--- config.mk ---
export PLATFORM = sky130hd
export DESIGN_NAME = cu_control
export DESIGN_NICKNAME = d
export VERILOG_FILES = /design/src/source/cu_control_pkg.sv /design/src/source/cmd_queue.sv /design/src/source/cu_control.sv /design/src/source/job_progress.sv /design/src/source/read_cmd_arbiter.sv /design/src/source/read_response_router.sv
export SDC_FILE = /design/constraint.sdc
export NUM_CORES = 1
export LEC_CHECK = 0
export BUFFER_PORTS_ARGS = -buffer_cell sky130_fd_sc_hd__buf_2
export CORE_MARGIN = 2
export CORE_UTILIZATION = 60
export DETAILED_ROUTE_END_ITERATION = 12
export GPL_TIMING_DRIVEN = 0
export PLACE_DENSITY = 0.79
export SETUP_SLACK_MARGIN = 0.1
export SLEW_MARGIN = 20
export SYNTH_ARGS = -nofsm -noshare
export SYNTH_HDL_FRONTEND = slang
export SYNTH_SLANG_ARGS = --single-unit
--- constraint.sdc ---
create_clock -name clock -period 6.3 [get_ports clock]
set_clock_uncertainty 0.15 [all_clocks]
set_input_delay 0 -clock clock [delete_from_list [all_inputs] [get_ports clock]]
set_output_delay 0 -clock clock [all_outputs]
set_load 0.02 [all_outputs]
--- src/source/cu_control_pkg.sv ---
/*
 * Shared definitions for the compute-unit read-side control.
 * Holds the compute-unit id that tags every read command and
 * response, and the field widths of addresses, tags and job
 * counters. Modules import it inside their bodies and use
 * scoped names in their port lists.
 */

`default_nettype none

package cu_control_pkg;

	////////////////////////////////////////////////////////////
	// field widths
	////////////////////////////////////////////////////////////

	// read command address
	parameter int ADDR_WIDTH = 32;

	// command and response tag
	parameter int TAG_WIDTH = 8;

	// job totals and completion counters
	parameter int COUNT_WIDTH = 16;

	////////////////////////////////////////////////////////////
	// compute-unit ids
	////////////////////////////////////////////////////////////

	// one id per job source, carried on commands and responses
	typedef enum logic {
		CU_VERTEX    = 1'b0,
		CU_ALGORITHM = 1'b1
	} cu_id_t;

endpackage

`default_nettype wire

--- src/source/cmd_queue.sv ---
/*
 * Synchronous command FIFO for one job source.
 * Accepts address/tag pairs through valid/ready and presents the
 * oldest entry at the head for the arbiter. A pushed entry shows
 * at the head one cycle later. Ready drops only when the queue
 * holds QUEUE_DEPTH entries; QUEUE_DEPTH must be a power of two.
 */

`timescale 1ns/1ps
`default_nettype none

module cmd_queue #(
	parameter int QUEUE_DEPTH = 8
) (
	input  logic                                  clock,
	input  logic                                  rstn,
	input  logic                                  in_valid,
	input  logic [cu_control_pkg::ADDR_WIDTH-1:0] in_addr,
	input  logic [cu_control_pkg::TAG_WIDTH-1:0]  in_tag,
	output logic                                  in_ready,
	output logic                                  head_valid,
	output logic [cu_control_pkg::ADDR_WIDTH-1:0] head_addr,
	output logic [cu_control_pkg::TAG_WIDTH-1:0]  head_tag,
	input  logic                                  head_ready
);
	import cu_control_pkg::*;

	localparam int PTR_WIDTH = $clog2(QUEUE_DEPTH);

	logic [ADDR_WIDTH-1:0] addr_mem [QUEUE_DEPTH];
	logic [TAG_WIDTH-1:0]  tag_mem  [QUEUE_DEPTH];
	logic [PTR_WIDTH-1:0]  wr_ptr;
	logic [PTR_WIDTH-1:0]  rd_ptr;
	logic [PTR_WIDTH:0]    count;
	logic                  push;
	logic                  pop;

	assign in_ready   = (count != QUEUE_DEPTH[PTR_WIDTH:0]);
	assign head_valid = (count != '0);
	assign push       = in_valid && in_ready;
	assign pop        = head_valid && head_ready;

	// head read straight from storage
	assign head_addr = addr_mem[rd_ptr];
	assign head_tag  = tag_mem[rd_ptr];

	always_ff @(posedge clock or negedge rstn) begin
		if (!rstn) begin
			wr_ptr <= '0;
			rd_ptr <= '0;
			count  <= '0;
		end else begin
			if (push)
				wr_ptr <= wr_ptr + 1'b1;
			if (pop)
				rd_ptr <= rd_ptr + 1'b1;
			// pointers wrap on their own since depth is a power of two
			count <= count + {{PTR_WIDTH{1'b0}}, push} - {{PTR_WIDTH{1'b0}}, pop};
		end
	end

	always_ff @(posedge clock) begin
		if (push) begin
			addr_mem[wr_ptr] <= in_addr;
			tag_mem[wr_ptr]  <= in_tag;
		end
	end

	// an underflow would wrap the count above the depth as well
	assert property (@(posedge clock) disable iff (!rstn) count <= QUEUE_DEPTH);

endmodule

`default_nettype wire

--- src/source/cu_control.sv ---
/*
 * Read-side control of one compute unit.
 * Two command queues buffer the vertex and algorithm read
 * commands, a round-robin arbiter merges them into one read
 * command stream, the router returns responses to their source,
 * and the tracker reports job completion.
 */

`timescale 1ns/1ps
`default_nettype none

module cu_control #(
	parameter int QUEUE_DEPTH = 8
) (
	input  logic                                   clock,
	input  logic                                   rstn,
	input  logic                                   enable,
	input  logic                                   read_buffer_alfull,
	input  logic                                   vertex_cmd_valid,
	input  logic [cu_control_pkg::ADDR_WIDTH-1:0]  vertex_cmd_addr,
	input  logic [cu_control_pkg::TAG_WIDTH-1:0]   vertex_cmd_tag,
	output logic                                   vertex_cmd_ready,
	input  logic                                   algorithm_cmd_valid,
	input  logic [cu_control_pkg::ADDR_WIDTH-1:0]  algorithm_cmd_addr,
	input  logic [cu_control_pkg::TAG_WIDTH-1:0]   algorithm_cmd_tag,
	output logic                                   algorithm_cmd_ready,
	output logic                                   read_cmd_valid,
	output cu_control_pkg::cu_id_t                 read_cmd_cu_id,
	output logic [cu_control_pkg::ADDR_WIDTH-1:0]  read_cmd_addr,
	output logic [cu_control_pkg::TAG_WIDTH-1:0]   read_cmd_tag,
	input  logic                                   read_cmd_ready,
	input  logic                                   read_rsp_valid,
	input  cu_control_pkg::cu_id_t                 read_rsp_cu_id,
	input  logic [cu_control_pkg::TAG_WIDTH-1:0]   read_rsp_tag,
	output logic                                   vertex_rsp_valid,
	output logic [cu_control_pkg::TAG_WIDTH-1:0]   vertex_rsp_tag,
	output logic                                   algorithm_rsp_valid,
	output logic [cu_control_pkg::TAG_WIDTH-1:0]   algorithm_rsp_tag,
	input  logic                                   job_valid,
	input  logic [cu_control_pkg::COUNT_WIDTH-1:0] job_num_vertices,
	input  logic [cu_control_pkg::COUNT_WIDTH-1:0] job_num_edges,
	output logic                                   job_done,
	output logic [cu_control_pkg::COUNT_WIDTH-1:0] vertices_done,
	output logic [cu_control_pkg::COUNT_WIDTH-1:0] edges_done
);
	import cu_control_pkg::*;

	// queue heads toward the arbiter
	logic                  vertex_head_valid;
	logic [ADDR_WIDTH-1:0] vertex_head_addr;
	logic [TAG_WIDTH-1:0]  vertex_head_tag;
	logic                  vertex_head_ready;
	logic                  algorithm_head_valid;
	logic [ADDR_WIDTH-1:0] algorithm_head_addr;
	logic [TAG_WIDTH-1:0]  algorithm_head_tag;
	logic                  algorithm_head_ready;

	////////////////////////////////////////////////////////////
	// command queues
	////////////////////////////////////////////////////////////

	cmd_queue #(.QUEUE_DEPTH(QUEUE_DEPTH)) u_vertex_queue (
		.clock      (clock),
		.rstn       (rstn),
		.in_valid   (vertex_cmd_valid),
		.in_addr    (vertex_cmd_addr),
		.in_tag     (vertex_cmd_tag),
		.in_ready   (vertex_cmd_ready),
		.head_valid (vertex_head_valid),
		.head_addr  (vertex_head_addr),
		.head_tag   (vertex_head_tag),
		.head_ready (vertex_head_ready)
	);

	cmd_queue #(.QUEUE_DEPTH(QUEUE_DEPTH)) u_algorithm_queue (
		.clock      (clock),
		.rstn       (rstn),
		.in_valid   (algorithm_cmd_valid),
		.in_addr    (algorithm_cmd_addr),
		.in_tag     (algorithm_cmd_tag),
		.in_ready   (algorithm_cmd_ready),
		.head_valid (algorithm_head_valid),
		.head_addr  (algorithm_head_addr),
		.head_tag   (algorithm_head_tag),
		.head_ready (algorithm_head_ready)
	);

	////////////////////////////////////////////////////////////
	// arbitration, routing, progress
	////////////////////////////////////////////////////////////

	read_cmd_arbiter u_arbiter (
		.clock                (clock),
		.rstn                 (rstn),
		.enable               (enable),
		.read_buffer_alfull   (read_buffer_alfull),
		.read_cmd_ready       (read_cmd_ready),
		.vertex_head_valid    (vertex_head_valid),
		.vertex_head_addr     (vertex_head_addr),
		.vertex_head_tag      (vertex_head_tag),
		.algorithm_head_valid (algorithm_head_valid),
		.algorithm_head_addr  (algorithm_head_addr),
		.algorithm_head_tag   (algorithm_head_tag),
		.vertex_head_ready    (vertex_head_ready),
		.algorithm_head_ready (algorithm_head_ready),
		.read_cmd_valid       (read_cmd_valid),
		.read_cmd_cu_id       (read_cmd_cu_id),
		.read_cmd_addr        (read_cmd_addr),
		.read_cmd_tag         (read_cmd_tag)
	);

	read_response_router u_router (
		.clock               (clock),
		.rstn                (rstn),
		.rsp_valid           (read_rsp_valid),
		.rsp_cu_id           (read_rsp_cu_id),
		.rsp_tag             (read_rsp_tag),
		.vertex_rsp_valid    (vertex_rsp_valid),
		.vertex_rsp_tag      (vertex_rsp_tag),
		.algorithm_rsp_valid (algorithm_rsp_valid),
		.algorithm_rsp_tag   (algorithm_rsp_tag)
	);

	job_progress u_progress (
		.clock               (clock),
		.rstn                (rstn),
		.job_valid           (job_valid),
		.job_num_vertices    (job_num_vertices),
		.job_num_edges       (job_num_edges),
		.vertex_rsp_valid    (vertex_rsp_valid),
		.algorithm_rsp_valid (algorithm_rsp_valid),
		.job_done            (job_done),
		.vertices_done       (vertices_done),
		.edges_done          (edges_done)
	);

endmodule

`default_nettype wire

--- src/source/job_progress.sv ---
/*
 * Job progress tracker for one compute unit.
 * A one-cycle job_valid loads the vertex and edge totals of the
 * job descriptor and clears both counters. Routed vertex and edge
 * responses are counted, and job_done rises together with the
 * counter update that reaches both totals. It holds until the
 * next job_valid.
 */

`timescale 1ns/1ps
`default_nettype none

module job_progress (
	input  logic                                   clock,
	input  logic                                   rstn,
	input  logic                                   job_valid,
	input  logic [cu_control_pkg::COUNT_WIDTH-1:0] job_num_vertices,
	input  logic [cu_control_pkg::COUNT_WIDTH-1:0] job_num_edges,
	input  logic                                   vertex_rsp_valid,
	input  logic                                   algorithm_rsp_valid,
	output logic                                   job_done,
	output logic [cu_control_pkg::COUNT_WIDTH-1:0] vertices_done,
	output logic [cu_control_pkg::COUNT_WIDTH-1:0] edges_done
);
	import cu_control_pkg::*;

	logic [COUNT_WIDTH-1:0] total_vertices;
	logic [COUNT_WIDTH-1:0] total_edges;
	logic [COUNT_WIDTH-1:0] vertices_next;
	logic [COUNT_WIDTH-1:0] edges_next;
	logic                   job_loaded;

	// counts after this edge
	assign vertices_next = vertices_done + {{(COUNT_WIDTH-1){1'b0}}, vertex_rsp_valid};
	assign edges_next    = edges_done + {{(COUNT_WIDTH-1){1'b0}}, algorithm_rsp_valid};

	always_ff @(posedge clock or negedge rstn) begin
		if (!rstn) begin
			job_loaded    <= 1'b0;
			job_done      <= 1'b0;
			vertices_done <= '0;
			edges_done    <= '0;
		end else if (job_valid) begin
			job_loaded    <= 1'b1;
			job_done      <= 1'b0;
			vertices_done <= '0;
			edges_done    <= '0;
		end else begin
			vertices_done <= vertices_next;
			edges_done    <= edges_next;
			// sticky once both totals are met
			job_done <= job_done || (job_loaded && (vertices_next == total_vertices)
				&& (edges_next == total_edges));
		end
	end

	always_ff @(posedge clock) begin
		if (job_valid) begin
			total_vertices <= job_num_vertices;
			total_edges    <= job_num_edges;
		end
	end

endmodule

`default_nettype wire

--- src/source/read_cmd_arbiter.sv ---
/*
 * Round-robin merge of the vertex and algorithm command queues.
 * Loads one head per cycle into a one-entry output register and
 * stamps it with the compute-unit id of its source. Nothing is
 * loaded while disabled, while the downstream buffer is almost
 * full, or while the output register is stalled.
 */

`timescale 1ns/1ps
`default_nettype none

module read_cmd_arbiter (
	input  logic                                  clock,
	input  logic                                  rstn,
	input  logic                                  enable,
	input  logic                                  read_buffer_alfull,
	input  logic                                  read_cmd_ready,
	input  logic                                  vertex_head_valid,
	input  logic [cu_control_pkg::ADDR_WIDTH-1:0] vertex_head_addr,
	input  logic [cu_control_pkg::TAG_WIDTH-1:0]  vertex_head_tag,
	input  logic                                  algorithm_head_valid,
	input  logic [cu_control_pkg::ADDR_WIDTH-1:0] algorithm_head_addr,
	input  logic [cu_control_pkg::TAG_WIDTH-1:0]  algorithm_head_tag,
	output logic                                  vertex_head_ready,
	output logic                                  algorithm_head_ready,
	output logic                                  read_cmd_valid,
	output cu_control_pkg::cu_id_t                read_cmd_cu_id,
	output logic [cu_control_pkg::ADDR_WIDTH-1:0] read_cmd_addr,
	output logic [cu_control_pkg::TAG_WIDTH-1:0]  read_cmd_tag
);
	import cu_control_pkg::*;

	cu_id_t pref;
	logic   load_en;
	logic   pick_vertex;
	logic   pick_algorithm;

	// output register empty or draining this cycle
	assign load_en = enable && !read_buffer_alfull && (!read_cmd_valid || read_cmd_ready);

	////////////////////////////////////////////////////////////
	// round-robin pick
	////////////////////////////////////////////////////////////

	always_comb begin
		if (pref == CU_VERTEX) begin
			pick_vertex    = vertex_head_valid;
			pick_algorithm = !vertex_head_valid && algorithm_head_valid;
		end else begin
			pick_algorithm = algorithm_head_valid;
			pick_vertex    = !algorithm_head_valid && vertex_head_valid;
		end
	end

	assign vertex_head_ready    = load_en && pick_vertex;
	assign algorithm_head_ready = load_en && pick_algorithm;

	always_ff @(posedge clock or negedge rstn) begin
		if (!rstn) begin
			read_cmd_valid <= 1'b0;
			pref           <= CU_VERTEX;
		end else begin
			if (load_en) begin
				read_cmd_valid <= pick_vertex || pick_algorithm;
				// hand preference to the source not served
				if (pick_vertex)
					pref <= CU_ALGORITHM;
				else if (pick_algorithm)
					pref <= CU_VERTEX;
			end else if (read_cmd_ready) begin
				read_cmd_valid <= 1'b0;
			end
		end
	end

	////////////////////////////////////////////////////////////
	// output command register
	////////////////////////////////////////////////////////////

	always_ff @(posedge clock) begin
		if (vertex_head_ready) begin
			read_cmd_cu_id <= CU_VERTEX;
			read_cmd_addr  <= vertex_head_addr;
			read_cmd_tag   <= vertex_head_tag;
		end else if (algorithm_head_ready) begin
			read_cmd_cu_id <= CU_ALGORITHM;
			read_cmd_addr  <= algorithm_head_addr;
			read_cmd_tag   <= algorithm_head_tag;
		end
	end

	// a stalled command holds until taken
	assert property (@(posedge clock) disable iff (!rstn)
		read_cmd_valid && !read_cmd_ready |=> read_cmd_valid && $stable(read_cmd_cu_id)
			&& $stable(read_cmd_addr) && $stable(read_cmd_tag));

	// at most one queue popped per cycle
	assert property (@(posedge clock) disable iff (!rstn)
		!(vertex_head_ready && algorithm_head_ready));

endmodule

`default_nettype wire

--- src/source/read_response_router.sv ---
/*
 * Steers read responses back to their job source.
 * Each response carries the compute-unit id of the command that
 * produced it. The router registers the response onto the
 * matching source port one cycle after it arrives; routed valids
 * are single-cycle pulses. Responses cannot be stalled.
 */

`timescale 1ns/1ps
`default_nettype none

module read_response_router (
	input  logic                                 clock,
	input  logic                                 rstn,
	input  logic                                 rsp_valid,
	input  cu_control_pkg::cu_id_t               rsp_cu_id,
	input  logic [cu_control_pkg::TAG_WIDTH-1:0] rsp_tag,
	output logic                                 vertex_rsp_valid,
	output logic [cu_control_pkg::TAG_WIDTH-1:0] vertex_rsp_tag,
	output logic                                 algorithm_rsp_valid,
	output logic [cu_control_pkg::TAG_WIDTH-1:0] algorithm_rsp_tag
);
	import cu_control_pkg::*;

	always_ff @(posedge clock or negedge rstn) begin
		if (!rstn) begin
			vertex_rsp_valid    <= 1'b0;
			algorithm_rsp_valid <= 1'b0;
		end else begin
			vertex_rsp_valid    <= rsp_valid && (rsp_cu_id == CU_VERTEX);
			algorithm_rsp_valid <= rsp_valid && (rsp_cu_id == CU_ALGORITHM);
		end
	end

	// tag only moves on the port being addressed
	always_ff @(posedge clock) begin
		if (rsp_valid) begin
			case (rsp_cu_id)
				CU_VERTEX: vertex_rsp_tag <= rsp_tag;
				CU_ALGORITHM: algorithm_rsp_tag <= rsp_tag;
			endcase
		end
	end

	// never both ports in one cycle
	assert property (@(posedge clock) disable iff (!rstn)
		!(vertex_rsp_valid && algorithm_rsp_valid));

endmodule

`default_nettype wire
== Word level (Yosys, flattened, before mapping) ==
Memories as Yosys holds them, arrays and structs flattened.
Index checks and enable logic that the tools add are counted.
W data, S select, Z words.
Word-level totals
  bits in latches: 0
  RAM bits: 640
  register bits: 147
  input bits: 130
  ROM bits: 0
  logic and storage cells: 86
  output and inout port bits: 95
  memories kept: 4
Memories
  u_algorithm_queue.addr_mem: depth 8, width 32, read ports 1, clocked after memory_dff 0, wr ports 1, line cmd_queue.sv:30  | logic [ADDR_WIDTH-1:0] addr_mem [QUEUE_DEPTH];
  u_vertex_queue.addr_mem: depth 8, width 32, read ports 1, clocked after memory_dff 0, wr ports 1, line cmd_queue.sv:30
  u_algorithm_queue.tag_mem: depth 8, width 8, read ports 1, clocked after memory_dff 0, wr ports 1, line cmd_queue.sv:31  | logic [TAG_WIDTH-1:0] tag_mem [QUEUE_DEPTH];
  u_vertex_queue.tag_mem: depth 8, width 8, read ports 1, clocked after memory_dff 0, wr ports 1, line cmd_queue.sv:31
Cells by class
  bitwise gates (word level): 1
  shift-type cells: 0
  muxes and demuxes: 17
  divide/modulo/power cells: 0
  $mul: 0
  order comparisons: 0
  equal/unequal tests: 4
  add/subtract/negate cells: 10
  reduce and logical (&&, ||, !) cells: 29
Operators with widths (number)
  $mux W32: 2
  $add A16 B1 Y16: 2
  $eq A16 B16 Y1: 2
  $mux W16: 2
  $mux W8: 2
  $logic_and A1 B1 Y1: 14
  $add A3 B1 Y3 const B: 4
  $mux W1: 11
  $add A4 B1 Y4: 2
  $ne A4 B4 Y1 const B: 2
  $reduce_bool A4 Y1: 2
  $sub A4 B1 Y4: 2
  $reduce_and A2 Y1: 3
  $reduce_bool A2 Y1: 3
  $logic_not A1 Y1: 4
  $logic_or A1 B1 Y1: 3
  $not A1 Y1: 1

== Logic depth before layout (Yosys ltp) ==
Gate-level depths: netlist of run 1.
  word-level depth: 7
  mapped depth: 12
  mapped depth without buffers: 11

== Hierarchy ==
A second synthesis of run 1 with hierarchy kept.
Second synthesis, totals
  cells, all modules: 1485
  area total of the unflattened synthesis: 32169.6 um^2
By module, submodules not included
  cmd_queue: instances 2, area an instance 12893.6 um^2, sequential area each 9859.5 um^2, cells an instance 518
  job_progress: instances 1, area an instance 3821.2 um^2, sequential area each 1811.7 um^2, cells an instance 327
  read_cmd_arbiter: instances 1, area an instance 2014.4 um^2, sequential area each 1271.2 um^2, cells an instance 102
  read_response_router: instances 1, area an instance 546.8 um^2, sequential area each 530.5 um^2, cells an instance 20

== Worst setup path after synthesis of run 1 ==
Ideal clock, no wire load.
  kind: reg2reg
  from: reg u_vertex_queue.count[2]
  to: mem u_vertex_queue.addr_mem[0][0], enable pin
  cell stages (with the launch flop): 8
  period minus slack after synthesis: 4.593 ns
  data required time: 5.663 ns
  arrival: 3.956 ns
  slack: 1.707 ns
  path buffers: 1
  library setup time: 0.487 ns
  cell sequence: dfrtp_1 -> inv_1 -> ha_1 -> nand2_1 -> and2_1 -> clkbuf_1 -> nand2b_1 -> nor3_1
Between the ends
  cells in the longest elaborated chain, start to end: 4
Ends and longest elaborated chain
  start, declared: line cmd_queue.sv:34  | logic [PTR_WIDTH:0] count;
  start signal, assigned: line cmd_queue.sv:58  | count <= count + {{PTR_WIDTH{1'b0}}, push} - {{PTR_WIDTH{1'b0}}, pop};
  $ne A4 B4 Y1: line cmd_queue.sv:38  | assign in_ready = (count != QUEUE_DEPTH[PTR_WIDTH:0]);
  via vertex_cmd_ready: line cu_control.sv:22  | output logic vertex_cmd_ready,
  $logic_and A1 B1 Y1: line cmd_queue.sv:40  | assign push = in_valid && in_ready;
  via u_vertex_queue.push: line cmd_queue.sv:35  | logic push;
  $mux W1: line cmd_queue.sv:63  | if (push) begin
  $mux W1 (not written as such): line cmd_queue.sv:64  | addr_mem[wr_ptr] <= in_addr;
  end, declared: line cmd_queue.sv:30
The timed path passes the listed nets, and every way through them passes these cells.

== Worst setup path after layout of run 1 ==
  from: reg u_vertex_queue.count[2]
  to: reg u_vertex_queue.count[2]
Between the ends
  cells in the longest elaborated chain, start to end: 6
  elaborated cells on any way between the ends: 9
  classes of those cells: add/sub (2); eq/ne (1); mux (1); reduce/logical (5)
Ends and longest elaborated chain
  $reduce_bool A4 Y1 (*): line cmd_queue.sv:39  | assign head_valid = (count != '0);
  $logic_and A1 B1 Y1: line read_cmd_arbiter.sv:51  | pick_vertex = !algorithm_head_valid && vertex_head_valid;
  $mux W1: line read_cmd_arbiter.sv:46  | if (pref == CU_VERTEX) begin
  $logic_and A1 B1 Y1: line read_cmd_arbiter.sv:55  | assign vertex_head_ready = load_en && pick_vertex;
  $logic_and A1 B1 Y1 (*): line cmd_queue.sv:41  | assign pop = head_valid && head_ready;
  via u_vertex_queue.pop: line cmd_queue.sv:36  | logic pop;
  $sub A4 B1 Y4 (*): line cmd_queue.sv:58
Mark *: on every way through the listed nets, which the timed path passes. The rest lies on a longest branch.
A chain may end at the register's enable or synchronous reset.

==> flow_metrics.py, run 1 <==
metrics = {
    "route": {
        "dr_total_vias": 17400,
        "drtAntennaViolNets": 0,
        "vias_per_cell": 6.34,
        "drt_iter0_drc": 1962,
        "drt_first_pass_iters": 5,
        "totalWireLength_um": 78600,
        "drc": 0,
        "wl_per_cell_um": 28.5,
    },
    "floorplan": {
        "initial_utilization": 0.608,
        "rows": 82,
        "core_area_um2": 50300,
        "die_x_um": 230,
        "die_height_um": 230,
        "die-area_um2": 52800,
        "top_level_ports": 225,
    },
    "synth": {
        "synth_seq_cells": 787,
        "ys_types": 59,
        "synthFlopType": "edfxtp_1",
        "netlist_area_um2": 30600,
        "ys_async_sr_fraction": 0.0737,
        "syn_nets": 1639,
        "ys_seq_area_frac": 0.763,
        "yosys_warnings": 0,
        "syn_inst": 1487,
        "synth_edf_count": 728,
        "avgSynthCellArea_um2": 20.6,
    },
    "finish": {
        "syn2layout_area_growth_pct": 23.5,
        "final.fill_count": 2631,
        "nNetsFinal": 2165,
        "drive_above_1_share": 0.289,
    },
    "global_route": {
        "overflow": 0,
        "first_global_vias": 18200,
        "grt_pass1_wl_um": 116000,
        "grt_usage": 0.301,
        "antenna_found_initial": 7,
        "grt_start_max_net_pins": 48,
    },
    "sta": {
        "timing.final.crit_share": 0.718,
        "finalCriticalPeriod_ns": 4.52,
        "fin_setup_tns_ns": 0,
        "rsz0062_at_grt": "false",
        "setup_ws_ns": 1.78,
        "setup_viol": 0,
        "drv_slew": 0,
        "fmax_ghz": 0.221,
        "hold_viol": 0,
        "worst_pin_slew_ns": 0.998,
        "relSlewSlack": 0.335,
    },
    "place": {
        "routabilityCongestion": 0.853,
        "place_hpwl_um": 46100,
        "place_ws_ns": 2.27,
        "io_buffers": 224,
    },
    "clocking": {
        "path_clk_slew_ns": 0.06,
        "cts_tree": "built",
        "cts.htree.levels": 3,
        "cts-root-buf": "clkbuf_16",
        "clk_latency_ns": 0.64,
        "cts.repair.resized": 0,
        "cts_max_path_buffers": 3,
        "cts_num_sinks": 787,
        "numCtsBuffers": 77,
    },
    "worst_setup_path": {
        "r2r_start": "u_vertex_queue.count[2]",
        "cp-end-kind": "register",
        "cp_max_fo": 10,
        "rr_worst_depth": 12,
        "startpoint_type": "register",
        "r2r_slack_ns": 1.78,
        "critPathLaunch": "u_vertex_queue.count[2]",
        "arrival_ns": 4.89,
        "path_class": "register to register",
        "r2r_end": "u_vertex_queue.count[2]",
        "cp.required_ns": 6.67,
    },
    "min_path": {
        "hold_class": "input pin to register",
        "hold_depth": 2,
        "min_to": "u_vertex_queue.addr_mem[7][6]",
        "min_from": "vertex_cmd_addr[6]",
    },
    "pwr": {
        "clkPwrFrac": 0.285,
        "leakage_nw": 13.2,
        "p_comb_frac": 0.289,
        "cellInternalPower_mw": 11.3,
        "vdd_ir_drop_max_v": 0.000265,
        "p_seq_frac": 0.426,
        "switching_share": 0.310,
        "power_density_nw_per_um2": 432,
        "power_mw": 16.3,
        "p_switching_mw": 5.06,
    },
    "run": {
        "cap_violations": 0,
    },
    "status": {
        "status": "finished, final reports clean",
    },
}
[state kept, by name (all words and copies together) (netlist names), 4 cells and up]
name / flops
u_algorithm_queue.addr_mem: 256
u_algorithm_queue.count: 4
u_algorithm_queue.tag_mem: 64
u_arbiter.read_cmd_addr: 32
u_arbiter.read_cmd_tag: 8
u_progress.edges_done: 16
u_progress.total_edges: 16
u_progress.total_vertices: 16
u_progress.vertices_done: 16
u_router.algorithm_rsp_tag: 8
u_router.vertex_rsp_tag: 8
u_vertex_queue.addr_mem: 256
u_vertex_queue.count: 4
u_vertex_queue.tag_mem: 64
[logic make-up (layout without fill, tap and decap cells)]
group,Yosys count,after routing,share of synthesized area
buffers and inverters,88,678,0.0117
adder cells (fa/ha/maj),22,22,0.00949
other,0,4,0
multiplexers,204,204,0.132
XOR/XNOR,72,72,0.0221
AND/OR/NAND/NOR,207,207,0.0380
AO/OA/AOI/OAI,107,107,0.0234
flip-flops,787,787,0.763
[cell type report]
cell class | instances | area, µm² | share of cell area
multi-input combinational | 612 | 7000 | 0.185
buffer | 70 | 290 | 0.00768
clock buffer | 102 | 2130 | 0.0564
sequential | 787 | 23300 | 0.618
tap | 672 | 841 | 0.0223
clock inverter | 41 | 420 | 0.0111
timing repair buffer | 447 | 3680 | 0.0975
inverter | 18 | 67.6 | 0.00179
antenna | 4 | 10.0 | 0.000265
[critical path: stages (launching register included)]
cell	delay, ns
dfrtp_1	0.37
inv_1	0.10
ha_1	0.24
a21oi_1	0.21
a21boi_1	0.73
clkbuf_1	0.59
buf_1	0.66
ha_1	0.36
inv_1	0.08
ha_1	0.20
inv_1	0.08
fa_1	0.42
xnor2_1	0.23
[metrics by stage]
| step | cells | hold slack, ns | utilization | instance area, µm² |
|---|---|---|---|---|
| 3_5_place_dp | 2428 | -0.264 | 0.665 | 33400 |
| 4_1_cts | 2749 | 0.00116 | 0.751 | 37800 |
| 3_3_place_gp | 2383 | 0.0283 | 0.647 | 32500 |
| 2_1_floorplan | 1487 | -0.446 | - | 30600 |
| 5_1_grt | 2752 | 0.0445 | 0.751 | 37800 |
| 6_report | 2753 | 0.0360 | 0.752 | 37800 |
[worst max path at each step]
stage	to	depth (start not counted)	slack (ns)
final	u_vertex_queue.count[2]	12	1.78
after global routing	u_vertex_queue.count[2]	12	1.82
after CTS	u_vertex_queue.count[2]	12	2.08
after detailed placement	u_vertex_queue.count[1]	12	2.27
after global placement	u_vertex_queue.addr_mem[1][8]	7	-1.05
after floorplan	u_vertex_queue.addr_mem[0][0]	7	1.71
[synth_stat cells (3+ instances only)]
cell	n	share of area
xor2_1	35	0.010
mux2i_1	40	0.013
nand2b_1	10	0.0020
edfxtp_1	728	0.71
xnor2_1	33	0.0095
inv_1	18	0.0022
nand4_1	11	0.0023
or3_1	3	0.00061
nand3b_1	5	0.0012
a21o_1	4	0.00098
o221ai_1	4	0.0011
buf_2	15	0.0025
a21oi_1	47	0.0077
o21ai_0	3	0.00049
nand2_1	25	0.0031
nor2b_1	44	0.0090
nand3_1	12	0.0020
and3_1	3	0.00061
a211oi_1	41	0.010
and2_1	7	0.0014
nor2_1	57	0.0070
nor4_1	4	0.00082
buf_1	4	0.00049
mux4_2	160	0.12
ha_1	20	0.0082
dfrtp_1	58	0.047
clkbuf_1	49	0.0060
and4_1	3	0.00086
mux2_2	4	0.0015
nor3_1	7	0.0011
[layout by cell type, fill, tap and decap left out, types with 8 or more instances in the layout]
| master | n |
|---|---|
| edfxtp_1 | 728 |
| clkbuf_1 | 64 |
| a211oi_1 | 41 |
| mux4_2 | 160 |
| clkbuf_8 | 9 |
| buf_16 | 17 |
| nor2_1 | 45 |
| nor2_4 | 12 |
| ha_1 | 20 |
| nand2_1 | 25 |
| clkbuf_16 | 78 |
| buf_2 | 238 |
| a21oi_1 | 47 |
| dfrtp_1 | 58 |
| xor2_1 | 35 |
| nand3_1 | 12 |
| nor2b_1 | 44 |
| dlygate4sd3_1 | 178 |
| xnor2_1 | 33 |
| mux2i_1 | 40 |
| inv_1 | 18 |
| buf_4 | 16 |
| nand4_1 | 11 |
| clkinv_2 | 15 |
| nand2b_1 | 10 |
| buf_6 | 8 |
| clkinv_1 | 11 |
[metal layers]
layer / up-vias / track usage / routed length (µm)
met2: 1164 / 0.507 / 40200
met5: - / 0 / 41
met3: 269 / 0.0616 / 6730
met1: 8915 / 0.381 / 28300
met4: 6 / 0.139 / 3270
li1: 7093 / - / -
[what timing repair did]
item | CTS | global route
buffers inserted | 0 | 0
endpoints found under the hold margin | 809 | 0
hold buffers | 178 | 0
[power groups by stage]
stage / combinational, mW / sequential, mW / clock [mW]
6_report: 4.72 / 6.96 / 4.65
5_1_grt: 4.95 / 7.00 / 4.88
4_1_cts: 4.65 / 6.94 / 4.68
3_5_place_dp: 4.43 / 7.01 / 0
3_3_place_gp: 4.05 / 7.04 / 0
2_1_floorplan: 2.68 / 7.10 / 0
Note: power is estimated with default switching activity, not from simulation.
==> run 2, diff against run 1 <==
- ABC_AREA: unset -> 1
- clock period: 6.3 -> 4.4 ns (I/O delays scaled with it)
==> run 2 against run 1 <==
Die area up 2.2%. Register-to-register slack worse by 1.4 ns. Non-clock buffer count up 26. Sequential share of layout area down 0.48 points. First-iteration DRC count up 42%. Flip-flop and latch count unchanged. Synthesized area up 2.3%. Largest power group unchanged. Synthesized cell count up 49%. Critical path type unchanged. Highest routed layer unchanged. Wire length up 8.8%. Final cell count up 26%.
==> flow_metrics.py, run 2 <==
metrics = {
    "floorplan": {
        "initial_utilization": 0.608,
        "rows": 83,
        "top_level_ports": 225,
        "die_height_um": 232,
        "die-area_um2": 54000,
        "die_x_um": 232,
        "core_area_um2": 51400,
    },
    "sta": {
        "fmax_ghz": 0.248,
        "rsz0062_at_grt": "false",
        "finalCriticalPeriod_ns": 4.04,
        "timing.final.crit_share": 0.918,
        "drv_slew": 0,
        "worst_pin_slew_ns": 0.898,
        "relSlewSlack": 0.395,
        "setup_viol": 0,
        "hold_viol": 0,
    },
    "clocking": {
        "clk_latency_ns": 0.62,
        "cts_max_path_buffers": 3,
        "cts-root-buf": "clkbuf_16",
        "numCtsBuffers": 74,
        "cts_num_sinks": 787,
        "postCtsSetupRepairBufs": 0,
        "path_clk_slew_ns": 0.06,
        "cts_tree": "built",
        "hold_buffers": 172,
        "cts.repair.resized": 0,
        "cts.htree.levels": 3,
    },
    "global_route": {
        "grt_start_max_net_pins": 42,
        "overflow": 0,
        "grt_usage": 0.317,
        "antenna_found_initial": 5,
        "grt_pass1_wl_um": 128000,
        "first_global_vias": 22300,
    },
    "pwr": {
        "leakage_nw": 13.9,
        "p_switching_mw": 8.19,
        "vdd_ir_drop_max_v": 0.000337,
        "cellInternalPower_mw": 15.3,
        "clkPwrFrac": 0.265,
        "switching_share": 0.349,
        "p_seq_frac": 0.421,
        "power_density_nw_per_um2": 616,
        "power_mw": 23.5,
        "p_comb_frac": 0.315,
    },
    "route": {
        "drt_iter0_drc": 2793,
        "drt_first_pass_iters": 7,
        "dr_total_vias": 21800,
        "vias_per_cell": 6.32,
        "totalWireLength_um": 85400,
        "wl_per_cell_um": 24.7,
        "drtAntennaViolNets": 0,
        "drc": 0,
    },
    "finish": {
        "multi_input_area_um2": 7270,
        "layout_common_cells": "edfxtp_1 (728), nor2_1 (299), buf_2 (250), o21ai_0 (211), nand2_1 (194)",
        "syn2layout_area_growth_pct": 21.8,
        "reg.largest.list": "u_algorithm_queue.addr_mem x256, u_vertex_queue.addr_mem x256",
        "post-route-util": 0.741,
        "final.fill_count": 2848,
        "drive_above_1_share": 0.155,
        "final_cell_area_um2": 38100,
        "ff_latch_area_um2": 23300,
        "final_common_cell": "edfxtp_1",
        "nNetsFinal": 2870,
    },
    "place": {
        "dpl_cell_area_um2": 34000,
        "routabilityCongestion": 0.867,
        "io_buffers": 224,
        "place_hpwl_um": 52600,
    },
    "synth": {
        "ys_seq_area_frac": 0.746,
        "ys_types": 40,
        "synth_seq_cells": 787,
        "ys_async_sr_fraction": 0.0737,
        "avgSynthCellArea_um2": 14.1,
        "yosys_warnings": 0,
        "synth_commonest_cells": "edfxtp_1 (728), nor2_1 (315), o21ai_0 (211), nand2_1 (195), mux2i_1 (133)",
        "synthFlopType": "edfxtp_1",
        "yosysMostFrequentCell": "edfxtp_1",
        "synth_edf_count": 728,
        "yosys.area.top_type": "edfxtp_1",
        "syn_inst": 2220,
        "synth.area.top_cells": "edfxtp_1 (70%), dfrtp_1 (4.6%), mux2i_1 (4.3%)",
        "netlist_area_um2": 31300,
        "syn_nets": 2372,
        "synth_top_area_share": 0.699,
    },
    "worst_setup_path": {
        "arrival_ns": 4.38,
        "path_class": "register to register",
        "cp-end-kind": "register",
        "startpoint_type": "register",
        "cp_max_fo": 10,
        "cp.required_ns": 4.74,
    },
    "run": {
        "cap_violations": 0,
    },
    "status": {
        "status": "finished, final reports clean",
    },
    "min_path": {
        "hold_class": "input pin to register",
    },
}
## run 2: changes by cell type after synthesis, moves of 44 or more
cell / delta
o21ai_0: +208
nor2b_1: -44
nor2_1: +258
nand3_1: +79
mux4_2: -160
o221ai_1: +102
nand2_1: +170
mux2i_1: +93
inv_1: +59
## run 2: final timing paths
path | from | end | cells past startpoint | slack, ns
max | u_arbiter.read_cmd_valid | u_vertex_queue.count[2] | 15 | 0.36
min | vertex_cmd_addr[20] | u_vertex_queue.addr_mem[2][20] | 2 | 0.05
max reg2reg | u_arbiter.read_cmd_valid | u_vertex_queue.count[2] | 15 | 0.36
min reg2reg | u_arbiter.read_cmd_cu_id | u_arbiter.read_cmd_cu_id | 2 | 0.35
max in group asynchronous | rstn | u_progress.vertices_done[7] | 4 | 3.28
min in group asynchronous | rstn | u_progress.vertices_done[12] | 4 | 0.28
## run 2: cells by family after synthesis
kind of cell    share of synthesized area
xor+xnor                          0.00520
mux                                0.0426
fa+ha+maj                         0.00928
buf+inv                            0.0256
compound gates                     0.0816
simple gates                       0.0897
flops                               0.746
## run 2: metal layers
| layer | part of all wire | track usage | vias to the layer above | wire [µm] |
|---|---|---|---|---|
| met5 | 0.00013 | 0 | - | 11 |
| met4 | 0.035 | 0.129 | 2 | 3010 |
| met3 | 0.11 | 0.0623 | 270 | 9250 |
| met2 | 0.51 | 0.546 | 1585 | 43300 |
| met1 | 0.35 | 0.395 | 10700 | 29900 |
| li1 | - | - | 9297 | - |
## run 2: final cells by class
cell class	instances	area share
clock inverter	38	0.00749
clock buffer	94	0.0537
buffer	121	0.0128
tap	680	0.0223
timing repair buffer	422	0.0916
antenna	4	0.000263
multi-input combinational	1229	0.191
inverter	83	0.00821
sequential	787	0.613
## run 2: critical path, stage by stage, from the launching register on
cell	delay, ns
dfrtp_1	0.38
inv_1	0.06
nor2_1	0.04
nor3b_1	0.17
dlygate4sd3_1	0.59
inv_1	0.06
nor2_1	0.14
o21ai_2	0.22
inv_2	0.27
clkbuf_1	0.67
ha_1	0.36
inv_1	0.05
ha_1	0.15
inv_1	0.06
fa_1	0.41
xnor2_1	0.14
## run 2: power by group through the flow
stage | registers [mW] | logic (mW) | clock network [mW]
2_1_floorplan | 10.2 | 3.86 | 0
3_3_place_gp | 10.0 | 6.31 | 0
3_5_place_dp | 9.98 | 6.96 | 0
4_1_cts | 9.85 | 7.20 | 6.19
5_1_grt | 9.93 | 7.81 | 6.49
6_report | 9.87 | 7.38 | 6.20
## run 2: stage by stage
| step | setup TNS (ns) | hold WS (ns) | instances | worst slack (ns) |
|---|---|---|---|---|
| floorplan | 0 | -0.446 | 2220 | 0.934 |
| global placement | -226.37 | 0.0264 | 3124 | -0.446 |
| detailed placement | 0 | -0.228 | 3150 | 0.974 |
| CTS | 0 | 0.0291 | 3454 | 0.532 |
| global route | 0 | 0.0609 | 3455 | 0.267 |
| finish | 0 | 0.0525 | 3458 | 0.362 |
